<file path="src/source/lsu_pkg.sv">
package lsu_pkg;

  // one bank word and one stream beat
  localparam int WORD_W = 64;
  localparam int WORDS_PER_BEAT = 8;
  localparam int BEAT_W = WORD_W * WORDS_PER_BEAT;

  // bank count, also used as the cyclic factor
  localparam int NUM_BANKS = 4;

  typedef logic [WORD_W-1:0] word_t;
  typedef logic [BEAT_W-1:0] beat_t;
  typedef logic [$clog2(NUM_BANKS)-1:0] bank_sel_t;

  typedef enum logic [1:0] {
    MODE_IDLE  = 2'd0,
    // stream to RAM
    MODE_STORE = 2'd1,
    // RAM to stream
    MODE_LOAD  = 2'd2
  } lsu_mode_t;

endpackage

</file>
<file path="src/source/beat_unpacker.sv">
module beat_unpacker import lsu_pkg::*; (
  input  logic  clk,
  input  logic  rst_n,
  input  beat_t in_data,
  input  logic  in_valid,
  output logic  in_ready,
  output word_t word,
  output logic  word_valid,
  input  logic  word_ready
);

  localparam int CNT_W = $clog2(WORDS_PER_BEAT);

  beat_t            beat_q;
  logic [CNT_W-1:0] cnt;
  logic             full;

  // word_ready is only high while a store runs, so no beat is taken outside one
  assign in_ready   = !full && word_ready;
  assign word       = beat_q[WORD_W-1:0];
  assign word_valid = full;

  always_ff @(posedge clk) begin
    if (!rst_n) begin
      full <= 1'b0;
      cnt  <= '0;
    end else if (in_valid && in_ready) begin
      full <= 1'b1;
      cnt  <= '0;
    end else if (word_valid && word_ready) begin
      cnt <= cnt + 1'b1;
      if (cnt == CNT_W'(WORDS_PER_BEAT - 1)) begin
        full <= 1'b0;
      end
    end
  end

  // lowest word leaves first
  always_ff @(posedge clk) begin
    if (in_valid && in_ready) begin
      beat_q <= in_data;
    end else if (word_valid && word_ready) begin
      beat_q <= beat_q >> WORD_W;
    end
  end

endmodule

</file>
<file path="src/source/beat_packer.sv">
module beat_packer import lsu_pkg::*; (
  input  logic  clk,
  input  logic  rst_n,
  input  word_t word,
  input  logic  word_valid,
  output logic  word_ready,
  output beat_t out_data,
  output logic  out_valid,
  input  logic  out_ready,
  output logic  beat_done
);

  localparam int CNT_W = $clog2(WORDS_PER_BEAT);

  beat_t            beat_q;
  logic [CNT_W-1:0] cnt;
  logic             full;

  assign word_ready = !full;
  assign out_data   = beat_q;
  assign out_valid  = full;
  assign beat_done  = out_valid && out_ready;

  always_ff @(posedge clk) begin
    if (!rst_n) begin
      full <= 1'b0;
      cnt  <= '0;
    end else if (beat_done) begin
      full <= 1'b0;
    end else if (word_valid && word_ready) begin
      cnt <= cnt + 1'b1;
      // eighth word completes the beat
      if (cnt == CNT_W'(WORDS_PER_BEAT - 1)) begin
        full <= 1'b1;
      end
    end
  end

  // new words enter at the top, so word 0 ends up in the low bits
  always_ff @(posedge clk) begin
    if (word_valid && word_ready) begin
      beat_q <= {word, beat_q[BEAT_W-1:WORD_W]};
    end
  end

endmodule

</file>
<file path="src/source/bank_addr_gen.sv">
module bank_addr_gen import lsu_pkg::*; #(
  parameter int ADDR_W = 12
) (
  input  logic              clk,
  input  logic              rst_n,
  input  logic              start,
  input  logic [31:0]       len,
  input  logic [31:0]       block_factor,
  input  logic [31:0]       addr_offset,
  input  logic              step,
  output bank_sel_t         bank_sel,
  output logic [ADDR_W-1:0] bank_addr,
  output logic              last
);

  logic [31:0]       len_q;
  logic [31:0]       bf_q;
  logic [31:0]       idx;
  logic [31:0]       blk;
  bank_sel_t         bank;
  logic [ADDR_W-1:0] row;

  assign bank_sel  = bank;
  assign bank_addr = row + blk[ADDR_W-1:0];
  assign last      = (idx == len_q - 32'd1);

  always_ff @(posedge clk) begin
    if (!rst_n) begin
      len_q <= '0;
      bf_q  <= 32'd1;
      idx   <= '0;
      blk   <= '0;
      bank  <= '0;
      row   <= '0;
    end else if (start) begin
      len_q <= len;
      bf_q  <= block_factor;
      idx   <= '0;
      blk   <= '0;
      bank  <= '0;
      row   <= addr_offset[ADDR_W-1:0];
    end else if (step) begin
      idx <= idx + 32'd1;
      if (blk == bf_q - 32'd1) begin
        blk <= '0;
        // after the fourth block move down one row of blocks
        if (bank == bank_sel_t'(NUM_BANKS - 1)) begin
          bank <= '0;
          row  <= row + bf_q[ADDR_W-1:0];
        end else begin
          bank <= bank + 1'b1;
        end
      end else begin
        blk <= blk + 32'd1;
      end
    end
  end

endmodule

</file>
<file path="src/source/result_fifo.sv">
module result_fifo import lsu_pkg::*; #(
  parameter int RAM_READ_LATENCY = 2
) (
  input  logic                                  clk,
  input  logic                                  rst_n,
  input  word_t                                 enq_data,
  input  logic                                  enq_valid,
  output logic                                  enq_ready,
  output word_t                                 deq_data,
  output logic                                  deq_valid,
  input  logic                                  deq_ready,
  output logic [$clog2(RAM_READ_LATENCY+1)-1:0] count
);

  localparam int DEPTH = RAM_READ_LATENCY;
  localparam int PTR_W = (DEPTH > 1) ? $clog2(DEPTH) : 1;

  word_t            mem [DEPTH];
  logic [PTR_W-1:0] wr_ptr;
  logic [PTR_W-1:0] rd_ptr;
  logic             enq_fire;
  logic             deq_fire;

  assign enq_ready = (count < DEPTH);
  assign deq_valid = (count != 0);
  assign deq_data  = mem[rd_ptr];
  assign enq_fire  = enq_valid && enq_ready;
  assign deq_fire  = deq_valid && deq_ready;

  always_ff @(posedge clk) begin
    if (!rst_n) begin
      wr_ptr <= '0;
      rd_ptr <= '0;
      count  <= '0;
    end else begin
      if (enq_fire) begin
        wr_ptr <= (wr_ptr == PTR_W'(DEPTH - 1)) ? '0 : wr_ptr + 1'b1;
      end
      if (deq_fire) begin
        rd_ptr <= (rd_ptr == PTR_W'(DEPTH - 1)) ? '0 : rd_ptr + 1'b1;
      end
      count <= count + enq_fire - deq_fire;
    end
  end

  always_ff @(posedge clk) begin
    if (enq_fire) begin
      mem[wr_ptr] <= enq_data;
    end
  end

endmodule

</file>
<file path="src/source/lsu_ctrl.sv">
module lsu_ctrl import lsu_pkg::*; #(
  parameter int ADDR_W = 12,
  parameter int RAM_READ_LATENCY = 2
) (
  input  logic                                  clk,
  input  logic                                  rst_n,
  input  logic                                  start,
  input  lsu_mode_t                             mode,
  input  word_t                                 word,
  input  logic                                  word_valid,
  output logic                                  word_ready,
  output logic                                  step,
  input  bank_sel_t                             bank_sel,
  input  logic [ADDR_W-1:0]                     cur_addr,
  input  logic                                  last,
  output logic [NUM_BANKS-1:0][ADDR_W-1:0]      bank_addr,
  output word_t [NUM_BANKS-1:0]                 bank_d,
  output logic [NUM_BANKS-1:0]                  bank_ce,
  output logic [NUM_BANKS-1:0]                  bank_we,
  input  word_t [NUM_BANKS-1:0]                 bank_q,
  output word_t                                 fifo_data,
  output logic                                  fifo_valid,
  input  logic                                  fifo_ready,
  input  logic [$clog2(RAM_READ_LATENCY+1)-1:0] fifo_count,
  input  logic                                  beat_done,
  output logic                                  done
);

  localparam int LAT    = RAM_READ_LATENCY;
  localparam int CNT_W  = $clog2(2 * LAT + 2);
  localparam int PEND_W = $clog2(LAT + 2 * WORDS_PER_BEAT + 2);

  typedef enum logic [1:0] {S_IDLE, S_RUN, S_DRAIN, S_DONE} state_t;

  state_t               state;
  lsu_mode_t            mode_q;
  logic                 word_fire;
  logic                 rd_issue;
  logic                 rd_port;
  logic [NUM_BANKS-1:0] bank_onehot;
  bank_sel_t            port_sel;
  logic [LAT-1:0]       vld_sh;
  bank_sel_t            sel_sh [LAT];
  logic [CNT_W-1:0]     inflight;
  // words read but not yet sent out in a beat
  logic [PEND_W-1:0]    pend;

  assign word_ready  = (state == S_RUN) && (mode_q == MODE_STORE);
  assign word_fire   = word_valid && word_ready;
  assign bank_onehot = {{(NUM_BANKS-1){1'b0}}, 1'b1} << bank_sel;
  assign rd_port     = |bank_ce && !(|bank_we);
  assign done        = (state == S_DONE);

  // reads at the ports plus reads in the latency pipe
  always_comb begin
    inflight = CNT_W'(rd_port);
    for (int i = 0; i < LAT; i++) begin
      inflight = inflight + CNT_W'(vld_sh[i]);
    end
  end

  // throttle so the FIFO always has room for every read in flight
  assign rd_issue = (state == S_RUN) && (mode_q == MODE_LOAD) && fifo_ready &&
                    (inflight + fifo_count < LAT);
  assign step     = word_fire || rd_issue;

  always_ff @(posedge clk) begin
    if (!rst_n) begin
      state  <= S_IDLE;
      mode_q <= MODE_IDLE;
    end else begin
      case (state)
        S_IDLE: begin
          if (start && mode != MODE_IDLE) begin
            mode_q <= mode;
            state  <= S_RUN;
          end
        end
        S_RUN: begin
          if (step && last) begin
            state <= S_DRAIN;
          end
        end
        S_DRAIN: begin
          // store waits one cycle for the last write at the ports
          if (mode_q == MODE_STORE) begin
            state <= S_DONE;
          end else if (beat_done && pend == PEND_W'(WORDS_PER_BEAT)) begin
            state <= S_DONE;
          end
        end
        default: begin
          state <= S_IDLE;
        end
      endcase
    end
  end

  always_ff @(posedge clk) begin
    if (!rst_n) begin
      pend <= '0;
    end else begin
      pend <= pend + PEND_W'(rd_issue) - (beat_done ? PEND_W'(WORDS_PER_BEAT) : '0);
    end
  end

  // registered bank ports, one cycle behind the word transfer
  always_ff @(posedge clk) begin
    if (!rst_n) begin
      bank_ce <= '0;
      bank_we <= '0;
    end else begin
      bank_ce <= step ? bank_onehot : '0;
      bank_we <= word_fire ? bank_onehot : '0;
    end
  end

  always_ff @(posedge clk) begin
    if (step) begin
      bank_addr <= {NUM_BANKS{cur_addr}};
      bank_d    <= {NUM_BANKS{word}};
      port_sel  <= bank_sel;
    end
  end

  // read valid and bank select follow the RAM latency
  always_ff @(posedge clk) begin
    if (!rst_n) begin
      vld_sh <= '0;
    end else begin
      vld_sh[0] <= rd_port;
      for (int i = 1; i < LAT; i++) begin
        vld_sh[i] <= vld_sh[i-1];
      end
    end
  end

  always_ff @(posedge clk) begin
    sel_sh[0] <= port_sel;
    for (int i = 1; i < LAT; i++) begin
      sel_sh[i] <= sel_sh[i-1];
    end
  end

  assign fifo_valid = vld_sh[LAT-1];
  assign fifo_data  = bank_q[sel_sh[LAT-1]];

endmodule

</file>
<file path="src/source/lsu_top.sv">
module lsu_top import lsu_pkg::*; #(
  parameter int ADDR_W = 12,
  parameter int RAM_READ_LATENCY = 2
) (
  input  logic                             clk,
  input  logic                             rst_n,
  input  logic                             start,
  input  lsu_mode_t                        mode,
  input  logic [31:0]                      len,
  input  logic [31:0]                      block_factor,
  input  logic [31:0]                      addr_offset,
  output logic                             done,
  input  beat_t                            in_data,
  input  logic                             in_valid,
  output logic                             in_ready,
  output beat_t                            out_data,
  output logic                             out_valid,
  input  logic                             out_ready,
  output logic [NUM_BANKS-1:0][ADDR_W-1:0] bank_addr,
  output word_t [NUM_BANKS-1:0]            bank_d,
  output logic [NUM_BANKS-1:0]             bank_ce,
  output logic [NUM_BANKS-1:0]             bank_we,
  input  word_t [NUM_BANKS-1:0]            bank_q
);

  localparam int FCNT_W = $clog2(RAM_READ_LATENCY + 1);

  word_t             st_word;
  logic              st_valid;
  logic              st_ready;
  logic              step;
  bank_sel_t         bank_sel;
  logic [ADDR_W-1:0] cur_addr;
  logic              last;
  word_t             fifo_data;
  logic              fifo_valid;
  logic              fifo_ready;
  logic [FCNT_W-1:0] fifo_count;
  word_t             ld_word;
  logic              ld_valid;
  logic              ld_ready;
  logic              beat_done;

  beat_unpacker u_unpacker (
    .clk(clk), .rst_n(rst_n),
    .in_data(in_data), .in_valid(in_valid), .in_ready(in_ready),
    .word(st_word), .word_valid(st_valid), .word_ready(st_ready)
  );

  bank_addr_gen #(.ADDR_W(ADDR_W)) u_addr_gen (
    .clk(clk), .rst_n(rst_n), .start(start),
    .len(len), .block_factor(block_factor), .addr_offset(addr_offset),
    .step(step), .bank_sel(bank_sel), .bank_addr(cur_addr), .last(last)
  );

  lsu_ctrl #(.ADDR_W(ADDR_W), .RAM_READ_LATENCY(RAM_READ_LATENCY)) u_ctrl (
    .clk(clk), .rst_n(rst_n), .start(start), .mode(mode),
    .word(st_word), .word_valid(st_valid), .word_ready(st_ready),
    .step(step), .bank_sel(bank_sel), .cur_addr(cur_addr), .last(last),
    .bank_addr(bank_addr), .bank_d(bank_d), .bank_ce(bank_ce), .bank_we(bank_we),
    .bank_q(bank_q),
    .fifo_data(fifo_data), .fifo_valid(fifo_valid), .fifo_ready(fifo_ready),
    .fifo_count(fifo_count), .beat_done(beat_done), .done(done)
  );

  result_fifo #(.RAM_READ_LATENCY(RAM_READ_LATENCY)) u_fifo (
    .clk(clk), .rst_n(rst_n),
    .enq_data(fifo_data), .enq_valid(fifo_valid), .enq_ready(fifo_ready),
    .deq_data(ld_word), .deq_valid(ld_valid), .deq_ready(ld_ready),
    .count(fifo_count)
  );

  beat_packer u_packer (
    .clk(clk), .rst_n(rst_n),
    .word(ld_word), .word_valid(ld_valid), .word_ready(ld_ready),
    .out_data(out_data), .out_valid(out_valid), .out_ready(out_ready),
    .beat_done(beat_done)
  );

endmodule

</file>
<file path="config.mk">
export PLATFORM = sky130hd
export DESIGN_NAME = lsu_top
export DESIGN_NICKNAME = d
export VERILOG_FILES = /design/src/source/lsu_pkg.sv /design/src/source/beat_unpacker.sv /design/src/source/beat_packer.sv /design/src/source/bank_addr_gen.sv /design/src/source/result_fifo.sv /design/src/source/lsu_ctrl.sv /design/src/source/lsu_top.sv
export SDC_FILE = /design/constraint.sdc
export NUM_CORES = 2
export LEC_CHECK = 0
export ABC_AREA = 1
export ABC_CLOCK_PERIOD_IN_PS = 31000
export BUFFER_PORTS_ARGS = -buffer_cell sky130_fd_sc_hd__buf_2
export CORE_AREA = 2 2 661 663
export CTS_CLUSTER_DIAMETER = 100
export DETAILED_ROUTE_END_ITERATION = 10
export DIE_AREA = 0 0 663 665
export HOLD_SLACK_MARGIN = 0.05
export PLACE_DENSITY = 0.3
export RECOVER_POWER = 25
export SYNTH_ARGS = -nofsm -noshare
export SYNTH_HDL_FRONTEND = slang
export SYNTH_SLANG_ARGS = --single-unit
</file>
<file path="constraint.sdc">
create_clock -name clk -period 31 [get_ports clk]
set_input_delay 4.65 -clock clk [delete_from_list [all_inputs] [get_ports clk]]
set_output_delay 4.65 -clock clk [all_outputs]
set_load 0.005 [all_outputs]
</file>
### Word level (Yosys, flattened, before mapping)

Memories as Yosys holds them, arrays and structs flattened. A register that Yosys moved wholly into a read port is not among the register bits.
Index checks and enable logic that the tools add are counted.

| storage, ports and cells | value |
|---|---|
| flip-flop bits (word level) | 1,275 |
| RAM bits | 132 |
| input bits | 871 |
| output and inout port bits | 827 |
| logic and storage cells | 127 |
| memories kept | 2 |

| cells by class | value |
|---|---|
| add/subtract/negate cells | 18 |
| $lt $le $gt $ge | 3 |
| equality and inequality tests | 14 |
| shifts and indexed selects | 1 |
| muxes and demuxes | 23 |
| bitwise gates (word level) | 2 |
| reduce and logical (&&, ||, !) cells | 40 |

Memories:

| memory | depth | bits a word | read ports | clocked after memory_dff | wr ports | RTL line | text |
|---|---|---|---|---|---|---|---|
| u_fifo.mem | 2 | 64 | 1 | 1 | 1 | result_fifo.sv:18 | `word_t mem [DEPTH];` |
| u_ctrl.sel_sh | 2 | 2 | 2 | 0 | 2 | lsu_ctrl.sv:43 | `bank_sel_t sel_sh [LAT];` |

Operators by type and width:

| operator | number |
|---|---|
| 2-to-1 mux 512 bit | 2 |
| binary-select mux 64 bit (select 2 bit) | 1 |
| adder 32 x 1 -> 32 bit, second input constant | 2 |
| == test 32 bit | 2 |
| 2-to-1 mux 64 bit | 1 |
| subtractor 32 x 1 -> 32 bit, second input constant | 2 |
| 2-to-1 mux 12 bit | 4 |
| < comparator 32 x 2 -> 1 bit, second input constant | 1 |
| 2-to-1 mux 32 bit | 1 |
| adder 12 bit | 2 |
| logical AND 1 bit | 14 |
| AND reduction 2 bit | 7 |
| nonzero test 2 bit | 7 |
| 2-to-1 mux 2 bit | 5 |
| == test 2 bit, second input constant | 4 |
| OR reduction 4 bit | 2 |
| 2-to-1 mux 1 bit | 7 |
| adder 3 x 1 -> 3 bit, second input constant | 2 |
| == test 3 bit, second input constant | 2 |
| case mux 2 bit (3 select lines) | 1 |
| AND reduction 3 bit | 2 |
| OR reduction 2 bit | 3 |
| adder 5 x 1 -> 5 bit | 1 |
| == test 5 x 4 -> 1 bit, second input constant | 1 |
| 20 further kinds | 25 |

### Longest topological paths before layout

| logic depth | value |
|---|---|
| word-level depth | 12 |
| gate-level depth with buffers | 25 |
| depth with buffers taken out | 25 |

### By module

Synthesis repeated with hierarchy kept, for this count alone.

| second synthesis, totals | value |
|---|---|
| cell total of the unflattened synthesis | 5,319 |
| area total of the unflattened synthesis | 60,676.9 µm² |

Modules (own cells, without submodules):

| module | instances | cells each | area an instance (µm²) | seq. area each (µm²) |
|---|---|---|---|---|
| beat_unpacker | 1 | 2,236 | 23,157.2 | 15,454.8 |
| beat_packer | 1 | 540 | 15,574.9 | 15,454.8 |
| bank_addr_gen | 1 | 1,520 | 9,890.7 | 2,842.7 |
| lsu_ctrl | 1 | 793 | 6,905.4 | 2,802.7 |
| result_fifo | 1 | 230 | 5,148.7 | 3,943.8 |

### Worst setup path after synthesis

OpenSTA, ideal clock, no wires.

| timing path | value |
|---|---|
| path kind | reg2reg |
| start point | reg u_fifo.count[1] |
| end point | reg u_fifo.count[1] |
| setup time | 0.070 ns |
| arrival time | 29.124 ns |
| data required time | 30.930 ns |
| slack | 1.806 ns |
| stages on the path, launching flop included | 9 |
| path buffers | 0 |
| clock period less this slack | 29.194 ns |
| path through | dfxtp_1 > inv_1 > a21oi_1 > ha_1 > inv_1 > ha_1 > xor2_1 > o21ai_0 > a21oi_1 |

| on the way | value |
|---|---|
| elaborated cells on any way between the ends | 6 |

RTL lines:

| item | RTL line | text |
|---|---|---|
| start: declaration | result_fifo.sv:12 | `output logic [$clog2(RAM_READ_LATENCY+1)-1:0] count` |
| start signal: assignment | result_fifo.sv:42 | `count <= count + enq_fire - deq_fire;` |
| nonzero test 2 bit | result_fifo.sv:25 | `assign deq_valid = (count != 0);` |
| logical AND 1 bit | result_fifo.sv:28 | `assign deq_fire = deq_valid && deq_ready;` |
| named net u_fifo.deq_fire | result_fifo.sv:22 | `logic deq_fire;` |
| subtractor 2 x 1 -> 2 bit | result_fifo.sv:42 |  |

The timed path passes the listed nets, and every way through them passes these cells.
A chain may end at the register's enable or synchronous reset.

### Worst setup path after layout

| timing path | value |
|---|---|
| start point | reg u_fifo.count[1] |
| end point | reg u_packer.beat_q[125] (netlist: u_packer.out_data[125]), enable pin |

| on the way | value |
|---|---|
| cells in the longest elaborated chain, start to end | 2 |

RTL lines:

| item | RTL line | text |
|---|---|---|
| nonzero test 2 bit | result_fifo.sv:25 |  |
| logical AND 1 bit | -- |  |
| named net u_fifo.deq_fire | result_fifo.sv:22 |  |
| end signal: assignment | beat_packer.sv:42 | `beat_q <= {word, beat_q[BEAT_W-1:WORD_W]};` |
| end: declaration | beat_packer.sv:15 | `beat_t beat_q;` |

The timed path passes the listed nets, and every way through them passes these cells.

==> flow_summary.toml <==
[grt]
grt_pass1_vias = 40459
antenna_found_initial = 320
grt_overflow = 0
grt_use_total_pct = 12.7
grt_max_degree = 155
grt_pass1_wl_um = 383000

[cells_and_area]
final_nets = 6926
drive_gt1_share_pct = 40.4
fin_area_um2 = 78100
instances_no_fill = 11926
syn2layout_area_growth_pct = 33.2

[hold_path]
whs_endpoint = "u_ctrl.sel_sh[0][3]"
min_path_cells = 0
hold_start = "u_ctrl.sel_sh[0][1]"
hp-class = "register to register"

[yosys]
yosysTopAreaCellShare_pct = 63.0
synth_cell_types = 49
syn_area_um2 = 58600
syn_inst = 4479
synth-seq-cells = 1407
ys_async_sr_fraction_pct = 0
syn_nets = 5405
synth_largest_area_cell = "edfxtp_1"
syn_area_per_cell_um2 = 13.1
ys.flop_type = "edfxtp_1"
synth_edf_count = 1230
ys_top_cells_by_area = "edfxtp_1 (63%), mux2_2 (8.6%), dfxtp_1 (6.0%)"
yosysSeqAreaShare_pct = 69.0
ys_warn_count = 0

[timing]
rsz0062_at_grt = "no"
slew_headroom_pct = -346
setup_ws_ns = 17.73
min_period_over_period_pct = 42.8
maxSlewViolCount = 366
final-hold-violation-count = 0
final.setup.tns_ns = 0
tightest_slew_ns = 6.69
setup_viol = 0
fmaxAchievable_ghz = 0.0754
fin_crit_ns = 13.27
finClkSkew_ns = 0.0777

[clocking]
ctsResizeCount = 0
clock_latency_ns = 0.89
post_cts_buffers = 0
cts_sinks = 1407
clk_pin_slew_worst_paths_ns = 0.05
root_buffer = "clkbuf_16"
numCtsBuffers = 189
h-tree-depth = 4
hold_buffers = 0
cts_tree = "built"
clockBufferDepth = 4

[floorplanning]
die_w_um = 663
ios = 1698
die_area_um2 = 441000
initial_core_util_pct = 13.5
rows = 242
core_um2 = 433000
dieHeight_um = 665

[route]
vias = 41349
drt_iter0_markers = 2762
drcViolationCount = 0
wl_per_cell_um = 24.7
first_pass_iters = 6
ant_nets = 0
drt_wl_total_um = 295000
vias_per_cell = 3.47

[place]
globalplace.congestion = 0.899
place_area_um2 = 72300
portBuffers = 1677
place_inst = 11543
place_hpwl_um = 238000
dp_worst_setup_slack_ns = 21.51

[critical_path]
end_kind = "register"
cp_max_fo = 154
arrival_ns = 13.69
crit_required_ns = 31.42
r2r_cells = 7
critPathKind = "register to register"
startpoint_type = "register"
r2r_slack_ns = 17.73
r2r-end = "u_packer.out_data[125]"
timing.rr.start = "u_fifo.count[1]"

[power_and_ir_drop]
leakagePower_nw = 29.5
p_per_area_nw_per_um2 = 81.1
ir_drop_uv = 73.6

[run]
maxCapViolations = 8

[outcome]
status = "finished with violations"
violations = "capacitance limit, slew limit"
## how the worst max path moves through the flow
stage	from	to	slack [ns]	cells after the start
6_report	u_fifo.count[1]	u_packer.out_data[125]	17.73	7
2_1_floorplan	u_fifo.count[1]	u_fifo.count[1]	1.81	8
4_1_cts	in_valid	u_unpacker.beat_q[470]	22.46	7
5_1_grt	u_fifo.count[1]	u_packer.out_data[57]	16.76	7
3_5_place_dp	in_valid	u_unpacker.beat_q[342]	21.51	7
3_3_place_gp	in_valid	u_unpacker.beat_q[342]	21.51	7
## worst max-delay path, stage by stage (launching register included)
cell and delay [ns]:
dfxtp_1 0.44, inv_1 0.10, a21oi_1 2.03, clkbuf_1 2.10, clkbuf_1 4.62, buf_4 1.33
buf_12 0.70, buf_4 0.87
## layout by cell type (no fill, tap or decap), drive strengths merged, types with 2 or more instances in the layout
| cell type | n |
|---|---|
| clkinv | 87 |
| ha | 51 |
| nand3b | 19 |
| bufinv | 8 |
| clkbuf | 248 |
| edfxtp | 1230 |
| o21a | 3 |
| a21o | 4 |
| buf | 1709 |
| o21bai | 7 |
| a31oi | 6 |
| xor2 | 77 |
| o22ai | 65 |
| clkinvlp | 5 |
| diode | 39 |
| mux2 | 448 |
| or2 | 3 |
| nor2 | 526 |
| inv | 288 |
| a211oi | 2 |
| nand4 | 40 |
| o21ai | 252 |
| fa | 4 |
| a21oi | 110 |
| dfxtp | 177 |
| nor3 | 44 |
| xnor2 | 25 |
| nand3 | 108 |
| nand2 | 586 |
| nor4 | 13 |
## report_power, final
group	switching, mW	leakage, nW	internal, mW
Sequential	0.332	12.8	2.71
Combinational	0.797	13.9	0.375
Clock	0.900	2.82	1.22
Total	2.03	29.5	4.30
## registers in the layout, indices dropped and copies added (netlist names), 2 cells and up
name / count
u_ctrl.pend: 5
u_ctrl.bank_we: 4
u_packer.out_data: 512
u_fifo.count: 2
u_ctrl.port_sel: 2
u_packer.cnt: 3
u_ctrl.state: 2
u_ctrl.vld_sh: 2
u_fifo.mem: 128
u_ctrl.bank_addr: 12
u_ctrl.sel_sh: 4
u_ctrl.bank_d: 64
u_ctrl.mode_q: 2
u_ctrl.bank_ce: 4
u_unpacker.beat_q: 512
u_addr_gen.blk: 32
u_addr_gen.idx: 32
u_unpacker.cnt: 3
u_addr_gen.bank_sel: 2
u_addr_gen.len_q: 32
u_addr_gen.bf_q: 32
u_addr_gen.row: 12
## per-layer routing
layer / global-route usage [%] / routed length, µm
met1: 16.6 / 129000
met2: 20.8 / 136000
met3: 3.83 / 21800
met4: 2.50 / 6990
met5: 0 / 756
## synthesized netlist by cell type (all sizes together), types with 2 or more instances
cell       n
a211oi     2
a21o       4
a21oi    110
a31oi      6
buf      271
clkbuf   113
clkinv     6
dfxtp    177
edfxtp  1230
fa         4
ha        51
inv      281
mux2     448
nand2    586
nand3    108
nand3b    19
nand4     40
nor2     526
nor3      44
nor4      13
o21a       3
o21ai    252
o21bai     7
o22ai     65
or2        3
xnor2     25
xor2      77
## metrics by stage
step	hold slack [ns]	utilization, %	power, mW
final	0.324	18.0	6.33
after global routing	0.330	18.0	6.62
after detailed placement	0.312	16.7	4.27
after global placement	0.317	16.7	4.28
after floorplan	0.310	-	3.68
after CTS	0.325	18.0	6.46
## layout make-up
type / count / area (µm²)
diodes: 39 / 97.6
inverters: 287 / 1080
multi-input cells: 2401 / 14800
clock buffers: 243 / 5050
well taps: 5734 / 7170
fillers: 47768 / 355000
flip-flops and latches: 1407 / 40500
clock inverters: 101 / 786
repair buffers: 1714 / 8690
## kinds of logic after synthesis
kind of cell	count (synthesis)	share of synthesized area, %
multiplexers	448	8.60
XOR/XNOR	102	1.52
flip-flops	1407	69.0
AO/OA/AOI/OAI	451	4.09
AND/OR/NAND/NOR	1345	9.69
adder cells (fa/ha/maj)	55	1.22
buffers and inverters	671	5.85
(Power assumes the default switching activity.)
